## src/hdl/cpu_pkg.sv

```systemverilog
package cpu_pkg;

    localparam int ADDR_WIDTH  = 6;   // 64 words of memory
    localparam int DATA_WIDTH  = 16;
    localparam int FIELD_WIDTH = 3;   // operand fields reach addresses 0..7 only

    typedef logic [ADDR_WIDTH-1:0] addr_t;
    typedef logic [DATA_WIDTH-1:0] data_t;

    typedef enum logic [3:0] {
        OC_MOV  = 4'd0,
        OC_ADD  = 4'd1,
        OC_SUB  = 4'd2,
        OC_MUL  = 4'd3,
        OC_IN   = 4'd7,
        OC_OUT  = 4'd8,
        OC_STOP = 4'd15
    } opcode_t;

    typedef struct packed {
        logic                   ind;  // 1 = the field addresses a pointer
        logic [FIELD_WIDTH-1:0] addr;
    } operand_t;

    typedef struct packed {
        opcode_t  opcode;
        operand_t a;  // destination
        operand_t b;
        operand_t c;  // for MOV, c.ind selects the constant form
    } instr_fields_t;

    // one memory word, seen as plain data or as an instruction
    typedef union packed {
        data_t         raw;
        instr_fields_t instr;
    } mem_word_u;

    typedef enum logic [1:0] {ALU_ADD, ALU_SUB, ALU_MUL} alu_op_t;

    typedef enum logic [1:0] {WR_IN, WR_CONST, WR_OPB, WR_ALU} wr_src_t;

    typedef struct packed {
        logic    opa_ld;
        logic    opb_ld;
        logic    opc_ld;
        logic    alu_ld;
        logic    out_ld;
        logic    wr_ld;
        wr_src_t wr_src;
        alu_op_t alu_op;
        data_t   imm;     // second word of a MOV with constant
    } dp_ctrl_t;

    typedef struct packed {
        logic  we;
        addr_t addr;
        data_t data;
    } mem_req_t;

endpackage
```

## src/hdl/cpu_top.sv

```systemverilog
`timescale 1ns/1ps

module cpu_top
    import cpu_pkg::*;
#(
    parameter addr_t RESET_PC = addr_t'(8)
) (
    input  logic  clk,
    input  logic  rst_n,
    input  data_t mem_in,
    input  data_t in,
    output logic  mem_we,
    output addr_t mem_addr,
    output data_t mem_data,
    output data_t out,
    output addr_t pc,
    output logic  halt
);

    dp_ctrl_t ctrl;
    mem_req_t mem_req;  // we and addr from the sequencer, data from the datapath

    cpu_sequencer #(
        .RESET_PC (RESET_PC)
    ) u_sequencer (
        .clk      (clk),
        .rst_n    (rst_n),
        .mem_in   (mem_in),
        .mem_we   (mem_req.we),
        .mem_addr (mem_req.addr),
        .pc       (pc),
        .halt     (halt),
        .ctrl     (ctrl)
    );

    cpu_datapath u_datapath (
        .clk      (clk),
        .rst_n    (rst_n),
        .mem_in   (mem_in),
        .in       (in),
        .ctrl     (ctrl),
        .mem_data (mem_req.data),
        .out      (out)
    );

    assign mem_we   = mem_req.we;
    assign mem_addr = mem_req.addr;
    assign mem_data = mem_req.data;

endmodule

```

## src/hdl/cpu_datapath.sv

```systemverilog
`timescale 1ns/1ps

module cpu_datapath
    import cpu_pkg::*;
(
    input  logic     clk,
    input  logic     rst_n,
    input  data_t    mem_in,
    input  data_t    in,
    input  dp_ctrl_t ctrl,
    output data_t    mem_data,
    output data_t    out
);

    data_t opa_q;
    data_t opb_q;
    data_t opc_q;
    data_t alu_q;
    data_t alu_f;
    data_t wr_data;
    data_t mem_data_q;
    data_t out_q;

    // B and C feed the ALU, A only goes to the output port
    cpu_alu u_alu (
        .op (ctrl.alu_op),
        .a  (opb_q),
        .b  (opc_q),
        .f  (alu_f)
    );

    always_comb begin
        case (ctrl.wr_src)
            WR_IN:    wr_data = in;
            WR_CONST: wr_data = ctrl.imm;
            WR_OPB:   wr_data = opb_q;  // plain MOV
            default:  wr_data = alu_q;
        endcase
    end

    always_ff @(posedge clk) begin
        if (ctrl.opa_ld) opa_q <= mem_in;
        if (ctrl.opb_ld) opb_q <= mem_in;
        if (ctrl.opc_ld) opc_q <= mem_in;
        if (ctrl.alu_ld) alu_q <= alu_f;
        if (ctrl.wr_ld) mem_data_q <= wr_data;
    end

    always_ff @(posedge clk or negedge rst_n) begin
        if (!rst_n) begin
            out_q <= '0;
        end else if (ctrl.out_ld) begin
            out_q <= opa_q;
        end
    end

    assign mem_data = mem_data_q;
    assign out      = out_q;

endmodule

```

## src/hdl/cpu_sequencer.sv

```systemverilog
`timescale 1ns/1ps

module cpu_sequencer
    import cpu_pkg::*;
#(
    parameter addr_t RESET_PC = addr_t'(8)
) (
    input  logic     clk,
    input  logic     rst_n,
    input  data_t    mem_in,
    output logic     mem_we,
    output addr_t    mem_addr,
    output addr_t    pc,
    output logic     halt,
    output dp_ctrl_t ctrl
);

    typedef enum logic [3:0] {
        S_INIT, S_FETCH, S_FETCH_LD, S_DECODE, S_CONST, S_CONST_LD,
        S_RD, S_RD_IND, S_RD_LD, S_ALU, S_OUT, S_WR, S_WR_PTR, S_STOP
    } state_t;

    typedef enum logic [1:0] {SEL_A, SEL_B, SEL_C} sel_t;

    state_t    state_q;
    state_t    state_d;
    addr_t     pc_q;
    addr_t     pc_d;
    logic      mem_we_q;
    logic      mem_we_d;
    addr_t     mem_addr_q;
    addr_t     mem_addr_d;
    logic      rd_wait_q;  // set while waiting out the memory latency
    logic      rd_wait_d;
    sel_t      sel_q;      // operand being read
    sel_t      sel_d;
    mem_word_u ir_q;
    logic      ir_ld;
    data_t     imm_q;
    logic      imm_ld;
    opcode_t   opcode;
    operand_t  cur_op;
    alu_op_t   alu_op;
    wr_src_t   wr_src;

    assign opcode = ir_q.instr.opcode;

    always_comb begin
        case (sel_q)
            SEL_B:   cur_op = ir_q.instr.b;
            SEL_C:   cur_op = ir_q.instr.c;
            default: cur_op = ir_q.instr.a;
        endcase
    end

    always_comb begin
        case (opcode)
            OC_SUB:  alu_op = ALU_SUB;
            OC_MUL:  alu_op = ALU_MUL;
            default: alu_op = ALU_ADD;
        endcase
        case (opcode)
            OC_IN:   wr_src = WR_IN;
            OC_MOV:  wr_src = ir_q.instr.c.ind ? WR_CONST : WR_OPB;
            default: wr_src = WR_ALU;
        endcase
    end

    always_comb begin
        state_d    = state_q;
        pc_d       = pc_q;
        mem_we_d   = 1'b0;
        mem_addr_d = mem_addr_q;
        rd_wait_d  = rd_wait_q;
        sel_d      = sel_q;
        ir_ld      = 1'b0;
        imm_ld     = 1'b0;
        ctrl        = '0;
        ctrl.wr_src = wr_src;
        ctrl.alu_op = alu_op;
        ctrl.imm    = imm_q;

        case (state_q)
            S_INIT: begin
                pc_d    = RESET_PC;
                state_d = S_FETCH;
            end
            S_FETCH, S_CONST: begin  // both read the word at pc
                if (!rd_wait_q) begin
                    mem_addr_d = pc_q;
                    pc_d       = pc_q + 1'b1;
                    rd_wait_d  = 1'b1;
                end else begin
                    rd_wait_d = 1'b0;
                    state_d   = (state_q == S_FETCH) ? S_FETCH_LD : S_CONST_LD;
                end
            end
            S_FETCH_LD: begin
                ir_ld   = 1'b1;
                state_d = S_DECODE;
            end
            S_DECODE: begin
                case (opcode)
                    OC_MOV: begin
                        sel_d   = SEL_B;
                        state_d = ir_q.instr.c.ind ? S_CONST : S_RD;
                    end
                    OC_ADD, OC_SUB, OC_MUL: begin
                        sel_d   = SEL_B;
                        state_d = S_RD;
                    end
                    OC_IN:   state_d = S_WR;
                    OC_OUT: begin
                        sel_d   = SEL_A;
                        state_d = S_RD;
                    end
                    OC_STOP: state_d = S_STOP;
                    default: state_d = S_FETCH;  // unknown opcode, skip it
                endcase
            end
            S_CONST_LD: begin
                imm_ld  = 1'b1;
                state_d = S_WR;
            end
            S_RD: begin
                if (!rd_wait_q) begin
                    mem_addr_d = addr_t'(cur_op.addr);
                    rd_wait_d  = 1'b1;
                end else begin
                    rd_wait_d = 1'b0;
                    state_d   = cur_op.ind ? S_RD_IND : S_RD_LD;
                end
            end
            S_RD_IND: begin
                if (!rd_wait_q) begin
                    mem_addr_d = mem_in[ADDR_WIDTH-1:0];  // pointer is on mem_in now
                    rd_wait_d  = 1'b1;
                end else begin
                    rd_wait_d = 1'b0;
                    state_d   = S_RD_LD;
                end
            end
            S_RD_LD: begin
                case (sel_q)
                    SEL_A: begin
                        ctrl.opa_ld = 1'b1;
                        state_d     = S_OUT;
                    end
                    SEL_B: begin
                        ctrl.opb_ld = 1'b1;
                        sel_d       = SEL_C;
                        state_d     = (opcode == OC_MOV) ? S_WR : S_RD;
                    end
                    default: begin
                        ctrl.opc_ld = 1'b1;
                        state_d     = S_ALU;
                    end
                endcase
            end
            S_ALU: begin
                ctrl.alu_ld = 1'b1;
                state_d     = S_WR;
            end
            S_OUT: begin
                ctrl.out_ld = 1'b1;
                state_d     = S_FETCH;
            end
            S_WR: begin
                if (ir_q.instr.a.ind) begin
                    // fetch the pointer first
                    if (!rd_wait_q) begin
                        mem_addr_d = addr_t'(ir_q.instr.a.addr);
                        rd_wait_d  = 1'b1;
                    end else begin
                        rd_wait_d = 1'b0;
                        state_d   = S_WR_PTR;
                    end
                end else begin
                    ctrl.wr_ld = 1'b1;  // data lands together with mem_we
                    mem_we_d   = 1'b1;
                    mem_addr_d = addr_t'(ir_q.instr.a.addr);
                    state_d    = S_FETCH;
                end
            end
            S_WR_PTR: begin
                ctrl.wr_ld = 1'b1;
                mem_we_d   = 1'b1;
                mem_addr_d = mem_in[ADDR_WIDTH-1:0];
                state_d    = S_FETCH;
            end
            S_STOP:  state_d = S_STOP;  // held until reset
            default: state_d = S_FETCH;
        endcase
    end

    always_ff @(posedge clk or negedge rst_n) begin
        if (!rst_n) begin
            state_q    <= S_INIT;
            pc_q       <= '0;
            mem_we_q   <= 1'b0;
            mem_addr_q <= '0;
            rd_wait_q  <= 1'b0;
            sel_q      <= SEL_A;
        end else begin
            state_q    <= state_d;
            pc_q       <= pc_d;
            mem_we_q   <= mem_we_d;
            mem_addr_q <= mem_addr_d;
            rd_wait_q  <= rd_wait_d;
            sel_q      <= sel_d;
        end
    end

    always_ff @(posedge clk) begin
        if (ir_ld) ir_q.raw <= mem_in;
        if (imm_ld) imm_q <= mem_in;
    end

    assign mem_we   = mem_we_q;
    assign mem_addr = mem_addr_q;
    assign pc       = pc_q;
    assign halt     = (state_q == S_STOP);

endmodule

```

## src/hdl/cpu_alu.sv

```systemverilog
`timescale 1ns/1ps

module cpu_alu
    import cpu_pkg::*;
(
    input  alu_op_t op,
    input  data_t   a,
    input  data_t   b,
    output data_t   f
);

    always_comb begin
        case (op)
            ALU_ADD: f = a + b;
            ALU_SUB: f = a - b;  // wraps modulo 2^16
            ALU_MUL: f = a * b;  // low half of the product
            default: f = '0;
        endcase
    end

endmodule

```

## config.mk

```make
export PLATFORM = sky130hd
export DESIGN_NAME = cpu_top
export DESIGN_NICKNAME = d
export VERILOG_FILES = /design/src/hdl/cpu_pkg.sv /design/src/hdl/cpu_top.sv /design/src/hdl/cpu_datapath.sv /design/src/hdl/cpu_sequencer.sv /design/src/hdl/cpu_alu.sv
export SDC_FILE = /design/constraint.sdc
export NUM_CORES = 1
export LEC_CHECK = 0
export ABC_AREA = 1
export BUFFER_PORTS_ARGS = -buffer_cell sky130_fd_sc_hd__buf_4
export CORE_MARGIN = 8
export CORE_UTILIZATION = 62
export DETAILED_ROUTE_END_ITERATION = 8
export PLACE_DENSITY = 0.83
export SLEW_MARGIN = 20
export SYNTH_ARGS = -nofsm -noshare
export SYNTH_HDL_FRONTEND = slang
export SYNTH_SLANG_ARGS = --single-unit
```

## constraint.sdc

```tcl
create_clock -name clk -period 6.2 [get_ports clk]
set_input_delay 1.24 -clock clk [delete_from_list [all_inputs] [get_ports clk]]
set_output_delay 1.24 -clock clk [all_outputs]
set_load 0.005 [all_outputs]
```

==> impl_metrics.env, run 1 <==
export IMPL_fill_cells=1335
export IMPL_fin_crit_ns=5.61
export IMPL_die_h_um=151
export IMPL_clkLatencyLatePin_ns=0.42
export IMPL_worst_pin_slew_ns=1.03
export IMPL_fmax_mhz=178
export IMPL_status="completed"
export IMPL_cts_path_max_buffers=2
export IMPL_mostFrequentLayoutCells="365 x nand2_1, 283 x inv_1, 112 x edfxtp_1"
export IMPL_hp_start="u_datapath.opa_q[9]"
export IMPL_slowest_delay_ns=0.82
export IMPL_critPathMaxFanout=17
export IMPL_start_util=0.630
export IMPL_min_period_over_period=0.905
export IMPL_criticalPathCategory="reg -> reg"
export IMPL_synth_seq_area_share=0.377
export IMPL_fin_skew_ns=0.0115
export IMPL_power_density_nw_per_um2=384
export IMPL_synthDistinctLibCells=43
export IMPL_nNetsFinal=1577
export IMPL_dieArea_um2=22800
export IMPL_first_pass_iters=5
export IMPL_ys_flop_type="edfxtp_1"
export IMPL_cts_setup_buffers=0
export IMPL_setup_viol=0
export IMPL_fin_tns_setup_ns=0
export IMPL_fin_total_pwr_w=0.00490
export IMPL_row_count=49
export IMPL_grt_overflow=0
export IMPL_antenna_found_initial=0
export IMPL_h_tree_depth=4
export IMPL_final_common_cell="nand2_1"
export IMPL_ys_warn_count=0
export IMPL_cp_cell_sequence="nand2_1, fa_1, fa_1, inv_1, fa_1, fa_1, fa_1, inv_1, fa_1, inv_1, ha_1, nand2_1, nor2_1, nand3_1, o2111ai_1, a21oi_1, o21ai_0, nand2_1"
export IMPL_grt_pass1_wl_mm=48.5
export IMPL_maxCapViolations=0
export IMPL_synth_nets=1503
export IMPL_ys_seq_elements=148
export IMPL_cts_hold_buf=0
export IMPL_drt_total_wl_mm=30.3
export IMPL_p_leak_nw=6.52
export IMPL_ir_worst_vdd_mv=0.443
export IMPL_drt_iter0_markers=851
export IMPL_ff2ff_path_depth=18
export IMPL_grtUsageTotal=0.276
export IMPL_reg2reg_to="u_datapath.alu_q[14]"
export IMPL_path_buf_inv=3
export IMPL_core_area_um2=18000
export IMPL_die_w_um=151
export IMPL_numCtsBuffers=17
export IMPL_num_vias=9341
export IMPL_reg2reg_from="u_datapath.opc_q[2]"
export IMPL_crit_path_end_kind="register"
export IMPL_dp_hpwl_mm=23.1
export IMPL_dp_cells=1602
export IMPL_syn_area_um2=11300
export IMPL_cts_resized=0
export IMPL_place_congestion=0.956
export IMPL_synth_area_leaders="edfxtp_1 30%, fa_1 14%, nand2_1 12%"
export IMPL_drc=0
export IMPL_r2r_slack_ns=0.59
export IMPL_diodes=0
export IMPL_grt_max_degree=37
export IMPL_critPathRequiredTime_ns=6.37
export IMPL_vias_per_cell=5.72
export IMPL_synth_avg_cell_area_um2=8.59
export IMPL_final_antenna_net_count=0
export IMPL_cp_slowest_cell="edfxtp_1"
export IMPL_slew_viol_final=0
export IMPL_cp_start_kind="register"
export IMPL_rsz0062_at_grt="no"
export IMPL_grt_pass1_vias=9554
export IMPL_io_pins=80
export IMPL_clock_root_buffer="clkbuf_16"
export IMPL_synthToLayoutAreaGrowth_pct=12.8
export IMPL_synth_top_cell_area_share=0.297
export IMPL_layout_drive_gt1_share=0.122
export IMPL_hold_viol=0
export IMPL_port_buffers=79
export IMPL_hold_end="u_datapath.out[9]"
export IMPL_async_flop_share=0.243
export IMPL_cts_clk_slew_worst_paths_ns=0.06
export IMPL_max_slew_margin=0.316
export IMPL_arrival_ns=5.78
export IMPL_whs_path_depth=1
export IMPL_synthCells=1318
export IMPL_crit_cells=18
export IMPL_post_drt_wl_per_cell_um=18.6
export IMPL_cts_sinks=148
export IMPL_hp_class="reg -> reg"
export IMPL_cp_top_family="adder cells"
export IMPL_synth_top_area_cell="edfxtp_1"
export IMPL_layout_cells_non_filler=1634
export IMPL_cts_tree="done"
export IMPL_synth_edff_count=112
export IMPL_crit_top_cell="fa_1"
==> Yosys cell counts (7+ instances only) <==
| master | number |
|---|---|
| a21oi_1 | 45 |
| buf_2 | 12 |
| clkbuf_1 | 28 |
| dfrtp_1 | 36 |
| edfxtp_1 | 112 |
| fa_1 | 81 |
| ha_1 | 70 |
| inv_1 | 283 |
| inv_2 | 9 |
| mux2_2 | 16 |
| nand2_1 | 365 |
| nand3_1 | 41 |
| nand4_1 | 26 |
| nor2_1 | 57 |
| nor3_1 | 11 |
| o21ai_0 | 43 |
| o31ai_1 | 7 |
| xor2_1 | 17 |
==> kinds of logic after synthesis <==
group,Yosys count,synth area share
AOI/OAI and AO/OA,126,0.0643
xor gates and xnor gates,23,0.0178
adders and majority gates,151,0.221
buffers and inverters,333,0.112
DFF,148,0.377
muxes,18,0.0186
and+or+nand+nor,519,0.190
==> power breakdown <==
group          switching, W  total, W  leakage [nW]  internal [W]
Clock              0.000438   0.00104         0.282      0.000606
Sequential         0.000150   0.00145          1.46       0.00130
Combinational       0.00146   0.00241          4.78      0.000956
==> worst max-delay path by stage <==
stage	from	endpoint	slack (ns)
final	u_datapath.opc_q[2]	u_datapath.alu_q[14]	0.59
after global routing	u_datapath.opc_q[1]	u_datapath.alu_q[13]	0.34
after CTS	u_datapath.opc_q[2]	u_datapath.alu_q[14]	0.66
after detailed placement	u_datapath.opc_q[2]	u_datapath.alu_q[14]	0.69
after global placement	u_datapath.opc_q[2]	u_datapath.alu_q[14]	0.73
after floorplan	u_datapath.opc_q[1]	u_datapath.alu_q[15]	1.02
==> flip-flops by register name, indices dropped and copies added (netlist names) <==
register	flops
u_datapath.opb_q	16
u_sequencer.imm_q	16
u_sequencer.mem_we	1
u_sequencer.state_q	4
u_datapath.opc_q	16
u_sequencer.sel_q	2
u_sequencer.pc	6
u_datapath.opa_q	16
u_datapath.out	16
u_sequencer.ir_q	16
u_sequencer.rd_wait_q	1
u_datapath.mem_data	16
u_sequencer.mem_addr	6
u_datapath.alu_q	16
==> layer usage <==
layer,part of all wire,vias to the layer above,track usage
li1,-,4275,-
met1,0.38,4449,0.342
met2,0.49,526,0.467
met3,0.096,91,0.0541
met4,0.033,0,0.112
met5,0,-,0
==> area by class of cell <==
type                            count  area (um2)  share of cell area
Sequential cell                   148        4260               0.334
Inverter                          292        1100              0.0858
Timing Repair Buffer               96         721              0.0564
Clock buffer                       18         429              0.0336
Clock inverter                     14         166              0.0130
Multi-Input combinational cell    837        5810               0.455
Tap cell                          229         287              0.0224
==> through the flow <==
step	worst slack, ns	util	hold WS [ns]	cell area (um2)
floorplan	1.02	-	0.455	11300
global placement	0.728	0.677	0.458	12200
detailed placement	0.688	0.677	0.467	12200
CTS	0.661	0.711	0.482	12800
global route	0.337	0.711	0.498	12800
finish	0.591	0.711	0.481	12800
No activity file was read; power rests on OpenSTA's default activity.
==> run 2: changes to the inputs <==
CELL_PAD_IN_SITES_DETAIL_PLACEMENT = 1   (was not set)
CELL_PAD_IN_SITES_GLOBAL_PLACEMENT = 1   (was not set)
CORE_UTILIZATION = 47   (was 62)
PLACE_DENSITY = 0.82   (was 0.83)
==> run 2 against run 1 <==
Global-route usage fell by 2.6 points. Sequential power barely moved. Largest power group unchanged. Cell count rose by 5.4%. Critical path depth did not move. Register-to-register slack got worse by 0.08 ns. Wire length rose by 16%. Largest cell class unchanged. Die area rose by 28%.
==> impl_metrics.env, run 2 (synthesis gave the netlist of run 1 again) <==
export IMPL_status="completed"
export IMPL_p_leak_nw=6.52
export IMPL_fmax_mhz=176
export IMPL_worst_hold_slack_ns=0.483
export IMPL_fin_skew_ns=0.0118
export IMPL_fin_crit_ns=5.69
export IMPL_hp_class="reg -> reg"
export IMPL_row_count=56
export IMPL_crit_path_end_kind="register"
export IMPL_register_area_um2=4260
export IMPL_cts_hold_buf=0
export IMPL_die_h_um=171
export IMPL_final_antenna_net_count=0
export IMPL_cts_sinks=148
export IMPL_worst_pin_slew_ns=0.959
export IMPL_io_pins=80
export IMPL_post_drt_wl_per_cell_um=20.5
export IMPL_ff2ff_path_depth=18
export IMPL_port_buffers=79
export IMPL_rsz0062_at_grt="no"
export IMPL_cts_resized=0
export IMPL_cts_clk_slew_worst_paths_ns=0.07
export IMPL_critPathRequiredTime_ns=6.37
export IMPL_fill_cells=2840
export IMPL_first_pass_iters=5
export IMPL_cp_start_kind="register"
export IMPL_whs_path_depth=1
export IMPL_r2r_slack_ns=0.51
export IMPL_drc=0
export IMPL_reg2reg_from="u_datapath.opc_q[2]"
export IMPL_maxCapViolations=0
export IMPL_criticalPathCategory="reg -> reg"
export IMPL_grt_overflow=0
export IMPL_setup_slack_ns=0.507
export IMPL_clkLatencyLatePin_ns=0.43
export IMPL_dp_hpwl_mm=26.8
export IMPL_num_vias=9326
export IMPL_power_density_nw_per_um2=386
export IMPL_die_w_um=171
export IMPL_ir_worst_vdd_mv=0.315
export IMPL_antenna_found_initial=0
export IMPL_dieArea_um2=29300
export IMPL_final_common_cell="nand2_1"
export IMPL_slowest_delay_ns=0.84
export IMPL_mostFrequentLayoutCells="365 x nand2_1, 283 x inv_1, 112 x edfxtp_1"
export IMPL_critPathMaxFanout=17
export IMPL_reg2reg_to="u_datapath.alu_q[14]"
export IMPL_grt_pass1_wl_mm=56.0
export IMPL_hp_start="u_datapath.opa_q[5]"
export IMPL_layout_drive_gt1_share=0.121
export IMPL_cts_setup_buffers=0
export IMPL_pre_cts_ws_ns=0.456
export IMPL_synthToLayoutAreaGrowth_pct=13.8
export IMPL_diodes=0
export IMPL_max_slew_margin=0.359
export IMPL_min_period_over_period=0.918
export IMPL_grt_pass1_vias=10300
export IMPL_place_congestion=0.921
export IMPL_core_area_um2=23500
export IMPL_cp_slowest_cell="edfxtp_1"
export IMPL_slew_viol_final=0
export IMPL_h_tree_depth=4
export IMPL_hold_viol=0
export IMPL_arrival_ns=5.87
export IMPL_cp_cell_sequence="nand2_1, fa_1, fa_1, inv_1, fa_1, fa_1, fa_1, inv_1, fa_1, inv_1, ha_1, nand2_1, nor2_1, nand3_1, o2111ai_1, a21oi_1, o21ai_0, nand2_1"
export IMPL_start_util=0.481
export IMPL_hold_end="u_datapath.out[5]"
export IMPL_vias_per_cell=5.42
export IMPL_nNetsFinal=1575
export IMPL_cts_tree="done"
export IMPL_cts_path_max_buffers=2
export IMPL_multi_input_area_um2=5810
export IMPL_clock_root_buffer="clkbuf_16"
export IMPL_setup_viol=0
export IMPL_numCtsBuffers=17
export IMPL_grtUsageTotal=0.250
export IMPL_fin_tns_setup_ns=0
export IMPL_drt_total_wl_mm=35.2
export IMPL_drt_iter0_markers=499
export IMPL_crit_top_cell="fa_1"
export IMPL_grt_max_degree=37
==> run 2: where the power goes <==
part	internal [W]	switching, W	total [W]
Sequential	0.00130	0.000167	0.00146
Combinational	0.000955	0.00150	0.00245
Clock	0.000580	0.000481	0.00106
Total	0.00283	0.00215	0.00498
==> run 2: cell type report <==
cell class / count / share of cell area
inverters: 292 / 0.0851
clock buffers: 17 / 0.0330
clock inverters: 15 / 0.0140
multi-input cells: 837 / 0.451
repair buffers: 94 / 0.0548
flip-flops and latches: 148 / 0.331
well taps: 319 / 0.0310
==> run 2: worst max-delay path: cells and delay by family, from the launching register on <==
kind	cells	cell delay (ns)
AO/OA/AOI/OAI	3	0.35
AND/OR/NAND/NOR	5	0.61
buffers and inverters	3	0.14
adder cells (fa/ha/maj)	7	3.48
flip-flops	1	0.84
==> run 2: layer usage <==
layer  part of all wire  vias up  track usage  wire (um)
met3              0.045       61       0.0351       1570
li1                   -     4272            -          -
met1               0.40     4734        0.301      14200
met2               0.52      259        0.456      18400
met4              0.028        0       0.0760        979
met5                  0        -            0          0
==> run 2: worst max-delay path by stage <==
stage / from / end / slack [ns] / cells past startpoint
detailed placement: u_datapath.opc_q[2] / u_datapath.alu_q[14] / 0.46 / 18
CTS: u_datapath.opc_q[2] / u_datapath.alu_q[14] / 0.47 / 18
global placement: u_datapath.opc_q[2] / u_datapath.alu_q[14] / 0.66 / 18
global route: u_datapath.opc_q[2] / u_datapath.alu_q[14] / 0.26 / 18
finish: u_datapath.opc_q[2] / u_datapath.alu_q[14] / 0.51 / 18
floorplan: u_datapath.opc_q[1] / u_datapath.alu_q[15] / 1.02 / 19
==> run 2: metrics by stage <==
step	total power (W)	std cells	instance area (um2)	utilization
6_report	0.00498	1722	12900	0.547
5_1_grt	0.00538	1722	12900	0.547
4_1_cts	0.00501	1722	12900	0.547
3_5_place_dp	0.00391	1690	12300	0.521
3_3_place_gp	0.00377	1690	12300	0.521
2_1_floorplan	0.00309	1318	11300	-
==> run 3: changes to the inputs <==
BUFFER_PORTS_ARGS = -buffer_cell sky130_fd_sc_hd__buf_2   (was -buffer_cell sky130_fd_sc_hd__buf_4)
==> run 3 against run 2 <==
Clock skew up 0.0023 ns. Sequential cell count is the same. Clock power down 6%. Largest cell class unchanged. Highest routed layer unchanged.
==> impl_metrics.env, run 3 (synthesis gave the netlist of run 1 again) <==
export IMPL_status="completed"
export IMPL_fin_tns_setup_ns=0
export IMPL_h_tree_depth=4
export IMPL_cts_setup_buffers=0
export IMPL_fmax_mhz=177
export IMPL_cp_cell_sequence="nand2_1, fa_1, fa_1, inv_1, fa_1, fa_1, fa_1, inv_1, fa_1, inv_1, ha_1, nand2_1, nor2_1, nand3_1, o2111ai_1, a21oi_1, o21ai_0, nand2_1"
export IMPL_critPathMaxFanout=16
export IMPL_clock_root_buffer="clkbuf_16"
export IMPL_swShare=0.435
export IMPL_setup_slack_ns=0.548
export IMPL_port_buffers=79
export IMPL_register_area_um2=4260
export IMPL_mostFrequentLayoutCells="365 x nand2_1, 283 x inv_1, 112 x edfxtp_1"
export IMPL_vias_per_cell=5.40
export IMPL_path_buf_inv=3
export IMPL_multi_input_area_um2=5810
export IMPL_p_int_w=0.00273
export IMPL_seqPwrFrac=0.300
export IMPL_drt_total_wl_mm=35.1
export IMPL_antenna_found_initial=0
export IMPL_die_w_um=171
export IMPL_hp_class="reg -> reg"
export IMPL_grt_overflow=0
export IMPL_grtUsageTotal=0.248
export IMPL_grt_pass1_wl_mm=55.4
export IMPL_cp_start_kind="register"
export IMPL_maxCapViolations=0
export IMPL_pre_cts_ws_ns=0.559
export IMPL_final_antenna_net_count=0
export IMPL_crit_path_end_kind="register"
export IMPL_dieArea_um2=29300
export IMPL_core_area_um2=23500
export IMPL_cp_top_family="adder cells"
export IMPL_fill_cells=2861
export IMPL_clkLatencyLatePin_ns=0.43
export IMPL_cts_tree="done"
export IMPL_cts_path_max_buffers=2
export IMPL_drc=0
export IMPL_setup_viol=0
export IMPL_criticalPathCategory="reg -> reg"
export IMPL_place_congestion=0.915
export IMPL_max_slew_margin=0.366
export IMPL_power_density_nw_per_um2=383
export IMPL_die_h_um=171
export IMPL_diodes=0
export IMPL_layout_drive_gt1_share=0.121
export IMPL_slew_viol_final=0
export IMPL_hold_viol=0
export IMPL_fin_skew_ns=0.0141
export IMPL_synthToLayoutAreaGrowth_pct=11.5
export IMPL_cts_resized=0
export IMPL_nNetsFinal=1574
export IMPL_grt_pass1_vias=10300
export IMPL_switchingPower_w=0.00210
export IMPL_drt_iter0_markers=596
export IMPL_crit_top_cell="fa_1"
export IMPL_min_period_over_period=0.912
export IMPL_start_util=0.481
export IMPL_fin_crit_ns=5.65
export IMPL_final_common_cell="nand2_1"
export IMPL_row_count=56
export IMPL_post_drt_wl_per_cell_um=20.4
export IMPL_grt_max_degree=37
export IMPL_cts_sinks=148
export IMPL_layout_cells_non_filler=1721
export IMPL_first_pass_iters=5
export IMPL_slowest_delay_ns=0.85
export IMPL_dp_hpwl_mm=25.8
export IMPL_rsz0062_at_grt="no"
export IMPL_worst_pin_slew_ns=0.948
export IMPL_cp_slowest_cell="edfxtp_1"
export IMPL_cts_clk_slew_worst_paths_ns=0.07
export IMPL_num_vias=9301
export IMPL_critPathRequiredTime_ns=6.37
export IMPL_p_leak_nw=6.43
export IMPL_io_pins=80
export IMPL_power_frac_clock=0.206
export IMPL_numCtsBuffers=17
export IMPL_pwr_share_comb=0.494
export IMPL_cts_hold_buf=0
export IMPL_dp_cells=1689
export IMPL_ir_worst_vdd_mv=0.329
export IMPL_arrival_ns=5.82
[run 3: changes by cell type in the layout (fill, tap and decap cells not counted), moves of 2 or more]
cell / delta
buf_4: -80
clkinv_4: +2
clkinv_2: +2
inv_8: -4
clkinv_8: -2
buf_2: +79
[run 3: area by class of cell]
| class | count | area share |
|---|---|---|
| multi-input combinational | 837 | 0.460 |
| tap | 319 | 0.0316 |
| clock buffer | 18 | 0.0348 |
| inverter | 292 | 0.0868 |
| timing repair buffer | 93 | 0.0396 |
| clock inverter | 14 | 0.00922 |
| sequential | 148 | 0.338 |
[run 3: path summary, 6_finish.rpt]
check | depth (start not counted) | slack, ns | to | from
max reg2reg | 18 | 0.55 | u_datapath.alu_q[14] | u_datapath.opc_q[3]
min reg2reg | 1 | 0.48 | u_datapath.out[6] | u_datapath.opa_q[6]
max | 18 | 0.55 | u_datapath.alu_q[14] | u_datapath.opc_q[3]
max in group asynchronous | 1 | 4.69 | u_sequencer.pc[2] | rst_n
min | 1 | 0.48 | u_datapath.out[6] | u_datapath.opa_q[6]
min in group asynchronous | 1 | 0.94 | u_datapath.out[12] | rst_n
[run 3: per-layer routing]
metal / vias to the layer above / track usage / part of all wire / wire length (um)
met5: - / 0 / 0 / 0
met4: 0 / 0.0798 / 0.031 / 1080
met3: 66 / 0.0387 / 0.051 / 1790
met2: 297 / 0.454 / 0.51 / 18000
met1: 4674 / 0.293 / 0.40 / 14200
li1: 4264 / - / - / -
[run 3: metrics by stage]
stage	hold WS, ns	power, W	util	cell area, um2
3_3_place_gp	0.458	0.00371	0.512	12100
6_report	0.477	0.00483	0.536	12600
4_1_cts	0.481	0.00485	0.536	12600
3_5_place_dp	0.466	0.00381	0.512	12100
2_1_floorplan	0.455	0.00309	-	11300
5_1_grt	0.497	0.00522	0.536	12600
[run 3: power groups by stage]
stage | logic (W) | registers, W | clock network (W)
2_1_floorplan | 0.00168 | 0.00141 | 0
3_3_place_gp | 0.00225 | 0.00145 | 0
3_5_place_dp | 0.00235 | 0.00146 | 0
4_1_cts | 0.00240 | 0.00145 | 0.00100
5_1_grt | 0.00272 | 0.00147 | 0.00104
6_report | 0.00238 | 0.00145 | 0.000996
